**config.mk**
```make
export PLATFORM = sky130hd
export DESIGN_NAME = evaluate_top
export DESIGN_NICKNAME = d
export VERILOG_FILES = /design/src/eval_pkg.sv /design/src/evaluate_top.sv /design/src/eval_control.sv /design/src/taper_blend.sv /design/src/board_scan.sv
export SDC_FILE = /design/constraint.sdc
export NUM_CORES = 2
export LEC_CHECK = 0
export ABC_AREA = 1
export BUFFER_PORTS_ARGS = -buffer_cell sky130_fd_sc_hd__buf_2
export CAP_MARGIN = 30
export CORE_AREA = 2 2 365 367
export DETAILED_ROUTE_END_ITERATION = 8
export DIE_AREA = 0 0 367 369
export PLACE_DENSITY = 0.66
export SLEW_MARGIN = 20
export SYNTH_ARGS = -nofsm -noshare
export SYNTH_HDL_FRONTEND = slang
export SYNTH_SLANG_ARGS = --single-unit
```
**constraint.sdc**
```tcl
create_clock -name clk -period 16.9 [get_ports clk]
set_clock_uncertainty 0.05 [all_clocks]
set_input_delay 0 -clock clk [delete_from_list [all_inputs] [get_ports clk]]
set_output_delay 0 -clock clk [all_outputs]
set_load 0.1 [all_outputs]
```
**src/eval_pkg.sv**
```systemverilog
// Board evaluator shared definitions
// Board encoding, piece values, datapath widths and pipeline timing
`default_nettype none

package eval_pkg;

   // Board geometry
   localparam int PIECE_WIDTH  = 4;                          // Colour bit plus type
   localparam int COLOUR_BIT   = 3;                          // Set for black
   localparam int SQUARE_COUNT = 64;
   localparam int RANK_SQUARES = 8;
   localparam int RANK_WIDTH   = RANK_SQUARES * PIECE_WIDTH; // One rank slice of the board

   typedef logic [PIECE_WIDTH-1:0] piece_t;                    // One square
   typedef logic [SQUARE_COUNT*PIECE_WIDTH-1:0] board_t;       // Square s at bits 4s+3:4s

   typedef enum logic [2:0]
   {
      EMPTY  = 3'd0,
      PAWN   = 3'd1,
      KNIGHT = 3'd2,
      BISHOP = 3'd3,
      ROOK   = 3'd4,
      QUEEN  = 3'd5,
      KING   = 3'd6
   } piece_type_e;

   // Datapath widths
   typedef logic signed [15:0] eval_t;     // Final score, White positive
   typedef logic signed [19:0] sum_t;      // Middlegame or endgame sum
   typedef logic        [15:0] material_t; // One side's material
   typedef logic        [5:0]  phase_t;    // 0 to MAX_PHASE
   typedef logic signed [39:0] blend_t;    // Taper intermediates
   typedef logic        [6:0]  count_t;    // Up to 64 counted squares

   // Taper constants
   localparam int MAX_PHASE   = 62;                               // Phase cap and divisor
   localparam int TAPER_SHIFT = 20;                               // Fixed point 2^20
   localparam int TAPER_RECIP = (1 << TAPER_SHIFT) / MAX_PHASE;   // 16912

   // Piece values indexed by type code
   localparam material_t MG_VALUE [8] = '{
      16'd0,    // Empty
      16'd100,  // Pawn
      16'd305,  // Knight
      16'd333,  // Bishop
      16'd500,  // Rook
      16'd950,  // Queen
      16'd0,    // King
      16'd0     // Unused code
   };

   localparam material_t EG_VALUE [8] = '{
      16'd0,
      16'd120,
      16'd290,
      16'd320,
      16'd540,
      16'd1000,
      16'd0,
      16'd0
   };

   // Timing
   localparam int RANK_COUNT    = 8;                               // One rank per scan cycle
   localparam int BLEND_LATENCY = 6;                               // Depth of taper_blend
   localparam int EVAL_LATENCY  = RANK_COUNT + BLEND_LATENCY + 2;  // Start cycle and valid flop

   typedef logic [$clog2(RANK_COUNT)-1:0]   rank_idx_t;  // Scan rank counter
   typedef logic [$clog2(EVAL_LATENCY)-1:0] lat_cnt_t;   // Control latency counter

   typedef enum logic [1:0]
   {
      IDLE,
      SCAN,
      WAIT_LATENCY,
      HOLD
   } ctrl_state_e;

endpackage

`default_nettype wire
```
**src/evaluate_top.sv**
```systemverilog
// Board evaluator top level
// Control, material scan and tapered blend in a fixed latency chain
`timescale 1ns/1ps
`default_nettype none

module evaluate_top
(
   input  logic                clk,
   input  logic                reset,
   input  eval_pkg::board_t    board_in,
   input  logic                board_valid,
   input  logic                clear_eval,
   output eval_pkg::eval_t     eval,
   output logic                eval_valid,
   output eval_pkg::material_t material_white,
   output eval_pkg::material_t material_black
);
   import eval_pkg::*;

   board_t board;        // Captured board
   logic   scan_start;
   logic   scan_done;    // End of scan marker, control counts the same length
   sum_t   mg_sum;
   sum_t   eg_sum;
   phase_t phase;

   eval_control i_control
   (
      .clk         (clk),
      .reset       (reset),
      .board_valid (board_valid),
      .clear_eval  (clear_eval),
      .board_in    (board_in),
      .board       (board),
      .scan_start  (scan_start),
      .eval_valid  (eval_valid)
   );

   board_scan i_scan
   (
      .clk            (clk),
      .reset          (reset),
      .scan_start     (scan_start),
      .board          (board),
      .mg_sum         (mg_sum),
      .eg_sum         (eg_sum),
      .phase          (phase),
      .material_white (material_white),
      .material_black (material_black),
      .scan_done      (scan_done)
   );

   taper_blend i_blend
   (
      .clk    (clk),
      .mg_sum (mg_sum),
      .eg_sum (eg_sum),
      .phase  (phase),
      .eval   (eval)
   );

endmodule

`default_nettype wire

```
**src/eval_control.sv**
```systemverilog
// Evaluator control FSM
// Captures the board on a board_valid rise, times the scan and blend, holds the result
`timescale 1ns/1ps
`default_nettype none

module eval_control
(
   input  logic             clk,
   input  logic             reset,
   input  logic             board_valid,
   input  logic             clear_eval,
   input  eval_pkg::board_t board_in,
   output eval_pkg::board_t board,
   output logic             scan_start,
   output logic             eval_valid
);
   import eval_pkg::*;

   ctrl_state_e state;
   lat_cnt_t    lat_cnt;         // Edges since the captured rise
   logic        board_valid_r;   // Previous board_valid sample
   logic        board_rise;

   assign board_rise = board_valid && !board_valid_r;

   always_ff @(posedge clk)
   begin
      if (reset)
      begin
         state         <= IDLE;
         lat_cnt       <= '0;
         scan_start    <= 1'b0;
         eval_valid    <= 1'b0;
         board_valid_r <= 1'b0;
      end
      else
      begin
         board_valid_r <= board_valid;   // Sampled in every state
         scan_start    <= 1'b0;
         case (state)
            IDLE:
            begin
               lat_cnt <= '0;
               if (board_rise)
               begin
                  state      <= SCAN;
                  scan_start <= 1'b1;
               end
            end
            SCAN:
            begin
               lat_cnt <= lat_cnt + lat_cnt_t'(1);
               if (lat_cnt == lat_cnt_t'(RANK_COUNT))      // Last rank added this edge
                  state <= WAIT_LATENCY;
            end
            WAIT_LATENCY:
            begin
               lat_cnt <= lat_cnt + lat_cnt_t'(1);
               if (lat_cnt == lat_cnt_t'(EVAL_LATENCY - 1)) // Blend output has settled
               begin
                  state      <= HOLD;
                  eval_valid <= 1'b1;
               end
            end
            HOLD:
            begin
               if (clear_eval)
               begin
                  state      <= IDLE;
                  eval_valid <= 1'b0;
               end
            end
            default:
               state <= IDLE;
         endcase
      end
   end

   // Board capture at the start of an evaluation
   always_ff @(posedge clk)
   begin
      if (state == IDLE && board_rise)
         board <= board_in;
   end

endmodule

`default_nettype wire

```
**src/taper_blend.sv**
```systemverilog
// Tapered blend of middlegame and endgame sums by phase
// Free running six stage pipeline, score = (mg*p + eg*(62-p)) / 62
`timescale 1ns/1ps
`default_nettype none

module taper_blend
(
   input  logic             clk,
   input  eval_pkg::sum_t   mg_sum,
   input  eval_pkg::sum_t   eg_sum,
   input  eval_pkg::phase_t phase,
   output eval_pkg::eval_t  eval
);
   import eval_pkg::*;

   phase_t              eg_phase;   // Endgame weight, MAX_PHASE minus phase
   logic signed [6:0]   mg_weight;  // Weights as positive signed operands
   logic signed [6:0]   eg_weight;
   blend_t              mg_prod_t1; // Stage 1 products
   blend_t              eg_prod_t1;
   blend_t              mg_prod_t2; // Stage 2 register
   blend_t              eg_prod_t2;
   blend_t              score_t3;   // Weighted sum
   blend_t              score_t4;   // Scaled by 2^20/62
   blend_t              score_t5;   // Back to integer

   assign eg_phase  = phase_t'(MAX_PHASE) - phase;
   assign mg_weight = $signed({1'b0, phase});
   assign eg_weight = $signed({1'b0, eg_phase});

   always_ff @(posedge clk)
   begin
      mg_prod_t1 <= mg_sum * mg_weight;
      eg_prod_t1 <= eg_sum * eg_weight;

      mg_prod_t2 <= mg_prod_t1;   // Timing stage ahead of the adder
      eg_prod_t2 <= eg_prod_t1;

      score_t3 <= mg_prod_t2 + eg_prod_t2;

      score_t4 <= score_t3 * blend_t'(TAPER_RECIP);

      // Bias negatives so the shift truncates toward zero
      score_t5 <= (score_t4 + (score_t4[$bits(blend_t)-1] ?
                               blend_t'((1 << TAPER_SHIFT) - 1) : blend_t'(0)))
                  >>> TAPER_SHIFT;

      eval <= score_t5[$bits(eval_t)-1:0]; // Drop upper bits
   end

endmodule

`default_nettype wire

```
**src/board_scan.sv**
```systemverilog
// Material scanner, one rank per cycle
// Sums signed piece values per phase of game, per-side material and the phase count
`timescale 1ns/1ps
`default_nettype none

module board_scan
(
   input  logic                clk,
   input  logic                reset,
   input  logic                scan_start,
   input  eval_pkg::board_t    board,
   output eval_pkg::sum_t      mg_sum,
   output eval_pkg::sum_t      eg_sum,
   output eval_pkg::phase_t    phase,
   output eval_pkg::material_t material_white,
   output eval_pkg::material_t material_black,
   output logic                scan_done
);
   import eval_pkg::*;

   logic                  busy;          // Ranks still to add
   rank_idx_t             rank;          // Rank being added this cycle
   count_t                piece_count;   // Phase pieces so far
   logic [RANK_WIDTH-1:0] rank_bits;     // Current rank slice
   piece_t                square;        // Loop temporaries for the decode
   piece_type_e           ptype;
   sum_t                  rank_mg;       // Contribution of the current rank
   sum_t                  rank_eg;
   material_t             rank_white;
   material_t             rank_black;
   count_t                rank_pieces;
   count_t                total_pieces;  // Count including this rank

   assign rank_bits    = board[rank*RANK_WIDTH +: RANK_WIDTH];
   assign total_pieces = piece_count + rank_pieces;

   // Decode the eight squares of the current rank
   always_comb
   begin
      rank_mg     = '0;
      rank_eg     = '0;
      rank_white  = '0;
      rank_black  = '0;
      rank_pieces = '0;
      square      = '0;
      ptype       = EMPTY;
      for (int i = 0; i < RANK_SQUARES; i++)
      begin
         square = rank_bits[i*PIECE_WIDTH +: PIECE_WIDTH];
         ptype  = piece_type_e'(square[2:0]);
         if (ptype != EMPTY)
         begin
            if (square[COLOUR_BIT]) // Black counts against the score
            begin
               rank_mg    = rank_mg - sum_t'(MG_VALUE[ptype]);
               rank_eg    = rank_eg - sum_t'(EG_VALUE[ptype]);
               rank_black = rank_black + MG_VALUE[ptype];
            end
            else
            begin
               rank_mg    = rank_mg + sum_t'(MG_VALUE[ptype]);
               rank_eg    = rank_eg + sum_t'(EG_VALUE[ptype]);
               rank_white = rank_white + MG_VALUE[ptype];
            end
         end
         if (ptype != EMPTY && ptype != PAWN) // Pawns never count toward phase
            rank_pieces = rank_pieces + count_t'(1);
      end
   end

   // Scan sequencing
   always_ff @(posedge clk)
   begin
      if (reset)
      begin
         busy      <= 1'b0;
         rank      <= '0;
         scan_done <= 1'b0;
      end
      else
      begin
         scan_done <= 1'b0;                  // Single cycle pulse
         if (scan_start)
         begin
            busy <= 1'b1;
            rank <= '0;
         end
         else if (busy)
         begin
            rank <= rank + rank_idx_t'(1);
            if (rank == rank_idx_t'(RANK_COUNT - 1))
            begin
               busy      <= 1'b0;
               scan_done <= 1'b1;
            end
         end
      end
   end

   // Accumulators, held between scans
   always_ff @(posedge clk)
   begin
      if (scan_start)
      begin
         mg_sum         <= '0;
         eg_sum         <= '0;
         material_white <= '0;
         material_black <= '0;
         piece_count    <= '0;
      end
      else if (busy)
      begin
         mg_sum         <= mg_sum + rank_mg;
         eg_sum         <= eg_sum + rank_eg;
         material_white <= material_white + rank_white;
         material_black <= material_black + rank_black;
         piece_count    <= total_pieces;
         if (rank == rank_idx_t'(RANK_COUNT - 1)) // Cap on the last rank
            phase <= (total_pieces > count_t'(MAX_PHASE)) ? phase_t'(MAX_PHASE)
                                                         : phase_t'(total_pieces);
      end
   end

endmodule

`default_nettype wire

```
; ---- Word level (Yosys, flattened, before mapping)
; Memory sizes are Yosys's and may differ from the RTL's.
; Index checks and enable logic that the tools add are counted.
[word_totals]
romBits = 2048
mem_count = 16
in_bits = 260
ff_bits = 622
[memory_table]
columns = name, words, width, rd, rd_clocked_by_memory_dff, write_ports, line
row1 = (name not given), 8, 16, 1, 0, 0, board_scan.sv:55  ; rank_mg = rank_mg - sum_t'(MG_VALUE[ptype]);
row2 = (name not given), 8, 16, 1, 0, 0, board_scan.sv:56  ; rank_eg = rank_eg - sum_t'(EG_VALUE[ptype]);
row3 = (name not given), 8, 16, 1, 0, 0, board_scan.sv:56
row4 = (name not given), 8, 16, 1, 0, 0, board_scan.sv:56
row5 = (name not given), 8, 16, 1, 0, 0, board_scan.sv:55
row6 = (name not given), 8, 16, 1, 0, 0, board_scan.sv:55
row7 = +10 memories, --, --, --, --, --, --
[classes]
n_bitwise = 10
n_eq_ne = 18
order_cmp = 9
mul = 3
n_shift = 1
n_addsub = 61
mux = 118
n_reduce_logical = 28
[op_table]
columns = cell, count
row1 = $mux W16, 64
row2 = $mux W20, 33
row3 = $add A20 B17 Y20, 14
row4 = $sub A20 B17 Y20, 14
row5 = $add A16 B16 Y16, 16
row6 = $shiftx A256 B9 Y32, 1
row7 = $mul A20 B7 Y27, 2
row8 = $mux W7, 7
row9 = $add A7 B1 Y7 const B, 6
row10 = $add A20 B20 Y20, 2
row11 = $add A40 B40 Y40, 1
row12 = $mul A40 B12 Y36 const B, 1
row13 = $add A36 B21 Y36, 1
row14 = $sub A1 B16 Y17 const A, 2
row15 = $ge A4 B4 Y1 const B, 8
row16 = $not A3 Y4, 8
row17 = $ne A3 B1 Y1 const B, 8
row18 = $reduce_bool A3 Y1, 8
row19 = $logic_and A1 B1 Y1, 10
row20 = $eq A4 B4 Y1 const B, 2
row21 = $mux W2, 4
row22 = $pmux W2 S4, 1
row23 = $pmux W4 S2, 1
row24 = $add A7 B7 Y7, 1
row25 = 19 further kinds, 33

; ---- Logic depth before layout (Yosys ltp)
[depth]
word_depth = 30
mapped_depth = 93

; ---- Cells and area by module
; From an unflattened synthesis, not the netlist that was laid out.
[unflattened]
cells_unflattened = 9354
area_unflattened_um2 = 64607.0
[modules_own_cells]
columns = module, cells_each, seq_area_each_um2, instances, area_each_um2
row1 = board_scan, 6191, 1841.8, 1, 36261.0
row2 = taper_blend, 2837, 4023.9, 1, 20135.6
row3 = eval_control, 326, 7867.5, 1, 8210.4

; ---- Worst setup path after synthesis
; No wires, ideal clock.
[synth_timing]
path_kind = register to register
from = register i_control.state[0]
to = register i_control.board[0] (enable)
stages_incl_launch_ff = 5
required_ps = 15973
t_arrival_ps = 11197
path_buffers = 0
setup_slack_ps = 4776
cell_sequence = dfxtp_1 > inv_1 > ha_1 > inv_1 > nor2_1
[synth_between]
elab_chain_cells = 2
[synth_lines]
columns = item, line
row1 = from (decl), eval_control.sv:19  ; ctrl_state_e state;
row2 = from (signal assigned), eval_control.sv:30  ; state <= IDLE;
row3 = from (signal assigned), eval_control.sv:46  ; state <= SCAN;
row4 = from (signal assigned), eval_control.sv:54  ; state <= WAIT_LATENCY;
row5 = $logic_not A2 Y1, eval_control.sv:82  ; if (state == IDLE && board_rise)
row6 = $logic_and A1 B1 Y1, eval_control.sv:82
row7 = to (signal assigned), eval_control.sv:83  ; board <= board_in;
row8 = to (decl), eval_control.sv:13  ; output eval_pkg::board_t board,
; No other way between the ends.
; A chain may end at the register's enable or synchronous reset.

; ---- Final worst setup path
[layout_timing]
from = register i_scan.rank[0]
to = register i_scan.mg_sum[19]
[layout_between]
elab_chain_cells = 30
[layout_lines]
columns = item, line
row1 = from (decl), board_scan.sv:22  ; rank_idx_t rank;
row2 = from (signal assigned), board_scan.sv:90  ; rank <= rank + rank_idx_t'(1);
row3 = $shiftx A256 B9 Y32 (*), board_scan.sv:34  ; assign rank_bits = board[rank*RANK_WIDTH +: RANK_WIDTH];
row4 = $not A3 Y4 (implied by the code), "board_scan.sv:55, board_scan.sv:61"
row5 = $mem_v2 Z8 W16, --
row6 = $mux W16 (2 in a row), --
row7 = $sub A1 B16 Y17, board_scan.sv:55
row8 = $mux W20, board_scan.sv:53  ; if (square[COLOUR_BIT])
row9 = $mux W20, board_scan.sv:51  ; if (ptype != EMPTY)
row10 = $add A20 B17 Y20 or $sub A20 B17 Y20 (tied branches), "board_scan.sv:61, board_scan.sv:55"
row11 = [13 not listed], --
row12 = $mux W20, board_scan.sv:51
row13 = $add A20 B17 Y20 or $sub A20 B17 Y20 (tied branches), "board_scan.sv:61, board_scan.sv:55"
row14 = $mux W20, board_scan.sv:53
row15 = $mux W20, board_scan.sv:51
row16 = $add A20 B17 Y20 or $sub A20 B17 Y20 (tied branches), "board_scan.sv:61, board_scan.sv:55"
row17 = $mux W20, board_scan.sv:53
row18 = $mux W20 (*), board_scan.sv:51
row19 = $add A20 B20 Y20 (*), board_scan.sv:113  ; mg_sum <= mg_sum + rank_mg;
row20 = to (signal assigned), board_scan.sv:113
row21 = to (decl), board_scan.sv:12  ; output eval_pkg::sum_t mg_sum,
; Mark *: on every way between the ends. The rest lies on a longest branch, timed or not. The select of a mux whose other input is x is not followed.

==> results by group <==
Placed design
  – HPWL after DPL: around 130 mm
  – DP Worst Slack: 3130 ps
  – RD Place Congestion: 0.911
  – Buffers on Ports: around 300

Floorplanning
  – Num ports: between 300 and 400
  – DIE AREA: around 140000 µm²
  – Die width: roughly 370 µm
  – Core Footprint: about 130000 µm²
  – Starting Density: around 45%
  – Die H: 369 µm
  – Row Count: roughly 130

Clock tree
  – Clk sinks: between 500 and 600
  – Clk Latency, worst-skew pair: 700 ps
  – Clock slew at reported path FFs: about 60 ps
  – Total CTS buffers: between 60 and 70
  – CTS tree: yes
  – CTS H-Tree Depth: 3
  – Post-CTS setup buffers: 0
  – Root Driver: clkbuf_16
  – Max clock buf depth: 3

Finish
  – Most frequent cells in the layout: nand2_1 (1404), inv_1 (1292), nor2_1 (817)
  – Final #Nets: about 10000
  – Commonest non-fill, non-tap cell in the layout: nand2_1
  – Layout cell share with drive strength beyond 1: about 7.7%
  – Synth-to-Final Area Change: 17.9%
  – Filler cell count: 12199

Routing
  – Routed Antenna Nets: 0
  – Drt first pass iters: 8
  – Routed WL per cell: between 15 and 20 µm
  – Via Count: between 50000 and 60000
  – # DRC: 0
  – Via/cell ratio: 5.28
  – Routed WL: ~180 mm
  – 1st-iter DRT viols: around 4200

Synth
  – Post-Synthesis Cells: roughly 8000
  – Ranking of synthesized cells by area: ha_1 (17%), edfxtp_1 (13%), dfxtp_1 (10%)
  – Syn Area/Cell: roughly 7.4 µm²
  – Seq cells post-synth: 560
  – Post-synth ARST share: 0%
  – Seq/Total Area, Yosys: 23.5%
  – Post-synth EDFFs: between 200 and 300
  – Synth warnings: 0
  – Synth cell types: 75
  – Synth top area share: roughly 17%
  – Mapped Area: about 59000 µm²
  – Largest area contributor in the netlist: ha_1
  – Main synth FF type: dfxtp_1

Global routing
  – Largest net degree at the start of global routing: roughly 190
  – Antenna violations before repair: 7
  – Total GRT Usage: approximately a quarter
  – Gr ovfl total: 0
  – First-pass GRT wire length: 281 mm
  – Vias in the first global route: approximately 55000

Setup path
  – CP delay by family, top: compound AO/OA/AOI/OAI gates
  – R2R cell count: 75
  – CP Launch Type: flip-flop
  – Slowest cell delay on critical path: between 600 and 700 ps
  – Setup crit end kind: flip-flop
  – Critical Path Stages: 75
  – R2R Setup Slk: ~2700 ps
  – Buf/Inv on CP: 10
  – Peak fanout along the critical path: 56
  – Arr. time, crit path: 14690 ps
  – Crit-path slowest cell: dfxtp_4
  – WS Path Type: flip-flop to flip-flop
  – WP data required: between 15000 and 20000 ps

Timing
  – Post-layout min period: 14180 ps
  – Fin Setup TNS: 0 ps
  – Final hold vios: 0
  – Max-slew violation count: 0
  – FMAX: just over 70 MHz
  – Slew Limit Headroom: 30.7%
  – Final Cycle Share: about 84%
  – Worst-margin pin slew: between 1000 and 1500 ps
  – Final setup vio count: 0
  – RSZ-0062 raised after global routing: false
  – Final Worst Setup Slack: 2720 ps

Outcome
  – Status: finished clean

Hold path
  – Min-Delay Path Depth: 2
  – Hold Crit Class: primary input to flip-flop

Job
  – Max cap viols: 0
area by class of cell:
| class | instances | area, µm² | area share, % |
|---|---|---|---|
| Sequential cell | 560 | 13800 | 20.0 |
| Multi-Input combinational cell | 5858 | 39100 | 56.3 |
| Clock buffer | 83 | 1770 | 2.55 |
| Inverter | 1344 | 5050 | 7.29 |
| Antenna cell | 6 | 15.0 | 0.0217 |
| Clock inverter | 37 | 469 | 0.677 |
| Tap cell | 1755 | 2200 | 3.17 |
| Timing Repair Buffer | 857 | 6930 | 10.0 |
synthesized netlist by cell type (5+ instances only):
cell type and number:
buf_4 13, inv_2 45, a21o_1 27, nor3_2 8
o21ai_2 13, nor3_1 39, nand4_1 25, buf_1 22
and2_1 18, nor2_4 6, nand2_1 1404, o31ai_1 48
mux2i_1 13, and3_1 7, inv_1 1293, fa_1 217
a21oi_1 607, xor2_1 341, nor2_2 21, dfxtp_1 298
a31oi_1 32, o21bai_1 65, edfxtp_1 262, a21boi_0 9
xnor2_1 141, buf_2 18, nand3_1 227, xnor2_2 5
ha_1 794, nor2_1 822, nand3_2 12, o211ai_1 11
o21ai_0 632, nand3b_1 12, a211oi_1 26, o21a_1 14
or2_2 45, o21ai_1 79, clkbuf_1 114, o22ai_1 42
buf_6 19, nand2_2 19, o221ai_1 21
routing by layer:
metal  global-route usage, %  vias to the layer above  wire length, µm
met5                       0                        -               13
met1                    30.9                    25700            73600
met2                    45.9                     1987            86200
met3                    3.16                      412            10700
li1                        -                    27337                -
met4                    10.3                        2             7440
path summary, 6_finish.rpt:
check,start,endpoint
setup / recovery,i_scan.rank[0]$_SDFFE_PP0P_,i_scan.mg_sum[19]$_SDFFE_PP0P_
hold / removal,board_in[76],i_control.board[76]$_DFFE_PP_
setup reg to reg,i_scan.rank[0]$_SDFFE_PP0P_,i_scan.mg_sum[19]$_SDFFE_PP0P_
hold reg to reg,i_blend.score_t5[12]$_DFF_P_,i_blend.eval[12]$_DFF_P_
through the flow:
step | area [µm²] | cells | hold WS, ps | util [%]
finish | 69300 | 10500 | 34.9 | 52.9
global route | 69300 | 10500 | 39.5 | 52.9
CTS | 69300 | 10493 | 3.23 | 52.9
detailed placement | 62000 | 9869 | 128 | 47.3
global placement | 62000 | 9868 | 127 | 47.3
floorplan | 58800 | 7949 | 48.9 | -
flip-flops by register name, indices dropped and copies added (netlist names):
signal	flops
i_blend.eg_prod_t1	26
i_blend.eg_prod_t2	26
i_blend.eval	16
i_blend.mg_prod_t1	27
i_blend.mg_prod_t2	27
i_blend.score_t3	36
i_blend.score_t4	33
i_blend.score_t5	16
i_control.board	256
i_control.board_valid_r	1
i_control.eval_valid	1
i_control.lat_cnt	4
i_control.scan_start	1
i_control.state	2
i_scan.busy	1
i_scan.eg_sum	19
i_scan.material_black	16
i_scan.material_white	16
i_scan.mg_sum	20
i_scan.phase	6
i_scan.piece_count	7
i_scan.rank	3
logic make-up (layout without fill, tap and decap cells):
logic type               Yosys count  in the layout  share of synthesized area (%)
adder cells (fa/ha/maj)         1011           1011                           24.3
other                              2             12                         0.0128
AND/OR/NAND/NOR                 2685           2685                           18.8
XOR/XNOR                         491            491                           7.44
flip-flops                       560            560                           23.5
buffers and inverters           1531           2321                           10.2
AO/OA/AOI/OAI                   1650           1650                           15.5
multiplexers                      15             15                          0.260
repair_timing:
item,4_1_cts,5_1_grt
hold buffers,504,0
setup endpoints to repair,0,0
resized for setup,0,0
endpoints found under the hold margin,268,0
Power is not shown: default switching activity piles up to over one toggle a cycle in this logic, so the estimate is an artifact.
